### src/verilog/icache_consts.svh
`ifndef ICACHE_CONSTS_SVH
`define ICACHE_CONSTS_SVH

// address and data width of the core and the bus
`define XLEN 32

// words per cache line, as a power of two
`define ICACHE_LINE_WORDS_LOG2 4

// number of line slots, as a power of two
`define ICACHE_LINES_LOG2 4

// total cached words, lines times words per line
`define ICACHE_WORDS_LOG2 (`ICACHE_LINE_WORDS_LOG2 + `ICACHE_LINES_LOG2)

// tag covers address bits above the line offset and the byte offset
`define ICACHE_TAG_W (`XLEN - `ICACHE_LINE_WORDS_LOG2 - 2)

`endif

### src/verilog/icache_pkg.sv
`include "icache_consts.svh"

package icache_pkg;

  // byte address as seen by the fetch port
  typedef logic [`XLEN-1:0] addr_t;
  // data word on the bus
  typedef logic [`XLEN-1:0] word_t;
  // fetched instruction
  typedef logic [`XLEN-1:0] instr_t;
  // word address on the wishbone bus
  typedef logic [`XLEN-3:0] wb_adr_t;
  // line tag
  typedef logic [`ICACHE_TAG_W-1:0] tag_t;
  // line slot index
  typedef logic [`ICACHE_LINES_LOG2-1:0] slot_t;
  // word within a line
  typedef logic [`ICACHE_LINE_WORDS_LOG2-1:0] word_sel_t;
  // block RAM address, slot in the upper bits
  typedef logic [`ICACHE_WORDS_LOG2-1:0] ram_addr_t;

  // refill sequencer states
  typedef enum logic [2:0] {
    FILL_IDLE,
    FILL_REQ,
    FILL_READ,
    FILL_DONE,
    FILL_ABORT
  } fill_state_t;

endpackage

### src/verilog/wb_arbiter.sv
`timescale 1ns/1ns
`include "icache_consts.svh"

module wb_arbiter (
  input  logic                   clk_i,
  input  logic                   reset_i,
  input  logic                   fill_req_i,
  output logic                   fill_gnt_o,
  input  logic                   icache_cyc_i,
  input  logic                   icache_stb_i,
  input  icache_pkg::wb_adr_t    icache_adr_i,
  output logic                   icache_ack_o,
  output logic                   icache_err_o,
  output icache_pkg::word_t      icache_dat_o,
  input  logic                   dbus_cyc_i,
  input  logic                   dbus_stb_i,
  input  icache_pkg::wb_adr_t    dbus_adr_i,
  input  logic                   dbus_we_i,
  input  logic [`XLEN/8-1:0]     dbus_sel_i,
  input  icache_pkg::word_t      dbus_dat_i,
  output logic                   dbus_ack_o,
  output logic                   dbus_err_o,
  output icache_pkg::word_t      dbus_dat_o,
  output logic                   wb_cyc_o,
  output logic                   wb_stb_o,
  output icache_pkg::wb_adr_t    wb_adr_o,
  output logic                   wb_we_o,
  output logic [`XLEN/8-1:0]     wb_sel_o,
  output icache_pkg::word_t      wb_dat_o,
  input  logic                   wb_ack_i,
  input  logic                   wb_err_i,
  input  icache_pkg::word_t      wb_dat_i
);

  logic fill_gnt_q;
  logic dbus_gnt;

  // owner changes only while the bus is idle, data port first
  always_ff @(posedge clk_i) begin
    if (reset_i) begin
      fill_gnt_q <= 1'b0;
      dbus_gnt   <= 1'b0;
    end else if (!fill_gnt_q && !dbus_gnt) begin
      if (dbus_cyc_i) begin
        dbus_gnt <= 1'b1;
      end else if (fill_req_i) begin
        fill_gnt_q <= 1'b1;
      end
    end else if (dbus_gnt && !dbus_cyc_i) begin
      dbus_gnt <= 1'b0;
    end else if (fill_gnt_q && !fill_req_i) begin
      fill_gnt_q <= 1'b0;
    end
  end

  assign fill_gnt_o = fill_gnt_q;

  // bus outputs follow the owner, icache reads use fixed we and sel
  always_comb begin
    wb_cyc_o = 1'b0;
    wb_stb_o = 1'b0;
    wb_adr_o = '0;
    wb_we_o  = 1'b0;
    wb_sel_o = '0;
    wb_dat_o = '0;
    if (dbus_gnt) begin
      wb_cyc_o = dbus_cyc_i;
      wb_stb_o = dbus_stb_i;
      wb_adr_o = dbus_adr_i;
      wb_we_o  = dbus_we_i;
      wb_sel_o = dbus_sel_i;
      wb_dat_o = dbus_dat_i;
    end else if (fill_gnt_q) begin
      wb_cyc_o = icache_cyc_i;
      wb_stb_o = icache_stb_i;
      wb_adr_o = icache_adr_i;
      wb_sel_o = '1;
    end
  end

  // responses reach the owning master only
  assign dbus_ack_o   = dbus_gnt && wb_ack_i;
  assign dbus_err_o   = dbus_gnt && wb_err_i;
  assign dbus_dat_o   = dbus_gnt ? wb_dat_i : '0;
  assign icache_ack_o = fill_gnt_q && wb_ack_i;
  assign icache_err_o = fill_gnt_q && wb_err_i;
  assign icache_dat_o = fill_gnt_q ? wb_dat_i : '0;

endmodule

### config.mk
export PLATFORM = sky130hd
export DESIGN_NAME = wb_arbiter
export DESIGN_NICKNAME = d
export VERILOG_FILES = /design/src/verilog/icache_pkg.sv /design/src/verilog/wb_arbiter.sv
export VERILOG_INCLUDE_DIRS = /design/src /design/src/verilog
export SDC_FILE = /design/constraint.sdc
export NUM_CORES = 1
export LEC_CHECK = 0
export BUFFER_PORTS_ARGS = -buffer_cell sky130_fd_sc_hd__buf_2
export CORE_AREA = 2 2 107 109
export CTS_BUF_LIST = sky130_fd_sc_hd__clkbuf_2
export CTS_CLUSTER_DIAMETER = 40
export DETAILED_ROUTE_END_ITERATION = 7
export DIE_AREA = 0 0 109 111
export GPL_TIMING_DRIVEN = 0
export PLACE_DENSITY = 0.57
export SETUP_SLACK_MARGIN = 0.1
export SLEW_MARGIN = 20
export SYNTH_ARGS = -nofsm -noshare
export SYNTH_HDL_FRONTEND = slang
export SYNTH_SLANG_ARGS = --single-unit
### constraint.sdc
create_clock -name clk_i -period 2.1 [get_ports clk_i]
set_input_delay 0.105 -clock clk_i [delete_from_list [all_inputs] [get_ports clk_i]]
set_output_delay 0.105 -clock clk_i [all_outputs]
set_load 0.02 [all_outputs]
==> flow_summary.ini <==
[run_status]
status = completed

[sta]
fin_crit_sh_pct = 82.4
hold_viol = 0
fin_skew_ps = 5.40
setup_viol = 0
maxSlewViolCount = 0
worst_pin_slew_ps = 463
setup_tns_ps = 0
relSlewSlack_pct = 69.1
fmax_ghz = 0.578
finalWorstPathRequiredPeriod_ps = 1730
rsz0062_at_grt = no

[clock_tree]
htree_levels = 1
cts.hold.buffers_added = 0
post_cts_buffers = 0
cts.reportedPaths.clkPinSlew_ps = 40
tritoncts = yes
clockBufferDepth = 2
worstSkewPairLatency_ps = 200
cts_made_buffers = 3
cts.sinks = 2
cts_resized = 0
cts_root_buf = clkbuf_2

[cells_and_area]
final_cells = 585
layout_commonest_cell = buf_2
fin_nets = 582
layout_common_cells = 275 x buf_2, 97 x and2_1, 23 x a22o_2, 12 x clkbuf_1, 9 x a22o_1
antennaDiodeCount = 0
utilization_pct = 25.1
layout-drive-gt1-share_pct = 71.7
synthToLayoutAreaGrowth_pct = 129

[synth]
ys_ff_latch = 2
syn_avg_cell_area_um2 = 7.41
netlist_area_um2 = 1210
synth.largest_area_cell = and2_1
synth_compound_area_share_pct = 29.1
yosysWarnings = 0
synth_top_family_by_area = simple AND/OR/NAND/NOR gates
seq_area_frac_synth_pct = 3.30
synthCells = 164
synth-xor-area-share_pct = 0
syn_nets = 302
synth.top_cells.by_area = and2_1 50%, a22o_2 19%, buf_12 6.6%
synthMuxAreaShare_pct = 0
synthAdderAreaFrac_pct = 0
synth_top_area_share_pct = 49.9
synth-simple-area-share_pct = 55.4
synth_cell_type_count = 15

[min_path]
hold_path_startpoint = reset_i
hold_path_class = primary input to register
min_to = fill_gnt_o$_SDFFE_PP0P_
min_path_cells = 2

[placed_design]
dpl.cell_count = 582
hpwl_mm = 5.64
port_buffers = 275
gp_congestion = 0.730

[die]
start_util_pct = 11.0
core.rowCount = 39
io_pins = 276
fp.dieArea_um2 = 12100
coreArea_um2 = 11100
die_w_um = 109
die_h_um = 111

[route]
drtIter0Drc = 34
vias_per_cell = 3.79
avgRoutedWirePerCell_um = 11.0
wirelength_mm = 6.44
drc = 0
num_vias = 2216
drt_first_pass_iters = 4
postRouteAntennaNets = 0

[global_routing]
grt_use_met2_pct = 18.2
grt_antenna_before_repair = 0
first_global_vias = 2008
grtUsageMet3_pct = 1.06
top_usage_layer = met2
grt_max_degree = 11
grt_pass1_wl_mm = 9.12
grt_use_total_pct = 9.17
grt_use_met1_pct = 10.2
overflow = 0

[power]
combPwrFrac_pct = 84.7
intPower_uw = 349
pwr-share-clk_pct = 9.0
p_leak_nw = 1.81
vdd_drop_max_mv = 0.132
pwr-share-seq_pct = 6.4
power_density_nw_per_um2 = 251
power.switching_uw = 351
switching_share_pct = 50.2

[worst_setup_path]
path_delay_family = flip-flops
start_kind = register
slowest_delay_ps = 590
worst_r2r_path_depth = 4
crit_cells = 5
crit_arrival_ps = 1630
cp_max_fo = 10
crit_required_ps = 2000
slowest_stage = dfxtp_1
crit_chain = nor2b_4 -> buf_12 -> buf_12 -> a22o_1 -> buf_2
path_buf_inv = 3
end_kind = output pin
r2r-end = dbus_gnt$_SDFFE_PP0P_
r2r_slack_ps = 810
worst-setup-path-type = register to output pin
cpMostUsedCell = buf_12
r2r-start = fill_gnt_o$_SDFFE_PP0P_

[job]
cap_violations = 0
logic make-up (layout without fill, tap and decap cells):
family,Yosys count,count (layout)
compound gates,38,38
simple gates,105,105
flops,2,2
buf+inv,19,297
worst max path at each step:
stage	from	slack, ps	to
after floorplan	fill_gnt_o$_SDFFE_PP0P_	790	wb_adr_o[26]
after global placement	fill_gnt_o$_SDFFE_PP0P_	550	wb_adr_o[28]
after detailed placement	fill_gnt_o$_SDFFE_PP0P_	550	wb_adr_o[28]
after CTS	fill_gnt_o$_SDFFE_PP0P_	330	wb_adr_o[28]
after global routing	fill_gnt_o$_SDFFE_PP0P_	250	wb_adr_o[28]
final	fill_gnt_o$_SDFFE_PP0P_	370	wb_adr_o[28]
layout make-up:
class / instances / area, µm²
fill: 1202 / 8290
tap: 143 / 179
multi-input combinational: 143 / 1030
buffer: 19 / 148
timing repair buffer: 275 / 1380
clock buffer: 3 / 15.0
sequential: 2 / 40.0
synthesized netlist by cell type (all sizes together):
cell type	number
a22o	32
or3b	1
clkbuf	12
buf	7
and2	101
dfxtp	2
a21oi	1
o21ai	1
nor3b	1
a21o	4
nor2b	2
power groups by stage:
stage               sequential, mW  clock [mW]  combinational (mW)
finish                      0.0447      0.0628               0.593
global route                0.0451      0.0716               0.642
CTS                         0.0448      0.0663               0.599
detailed placement          0.0454           0               0.597
global placement            0.0453           0               0.589
floorplan                   0.0442           0               0.327
per-layer routing:
layer  share of wire [%]  up-vias
li1                    -     1105
met1                  37      959
met2                  53      148
met3                 9.4        4
met4                0.53        0
met5                   0        -
registers in the layout, summed over array words and instances (netlist names):
name,cells
dbus_gnt,1
fill_gnt_o,1
metrics by stage:
step / power [mW] / setup WS [ps] / cell area, µm² / hold WS, ps
floorplan: 0.371 / 786 / 1210 / 174
CTS: 0.710 / 327 / 2790 / 63.2
finish: 0.700 / 370 / 2790 / 71.4
global placement: 0.634 / 554 / 2770 / 279
detailed placement: 0.642 / 551 / 2770 / 279
global route: 0.758 / 253 / 2790 / 58.2
No activity file was read; power rests on OpenSTA's default activity.
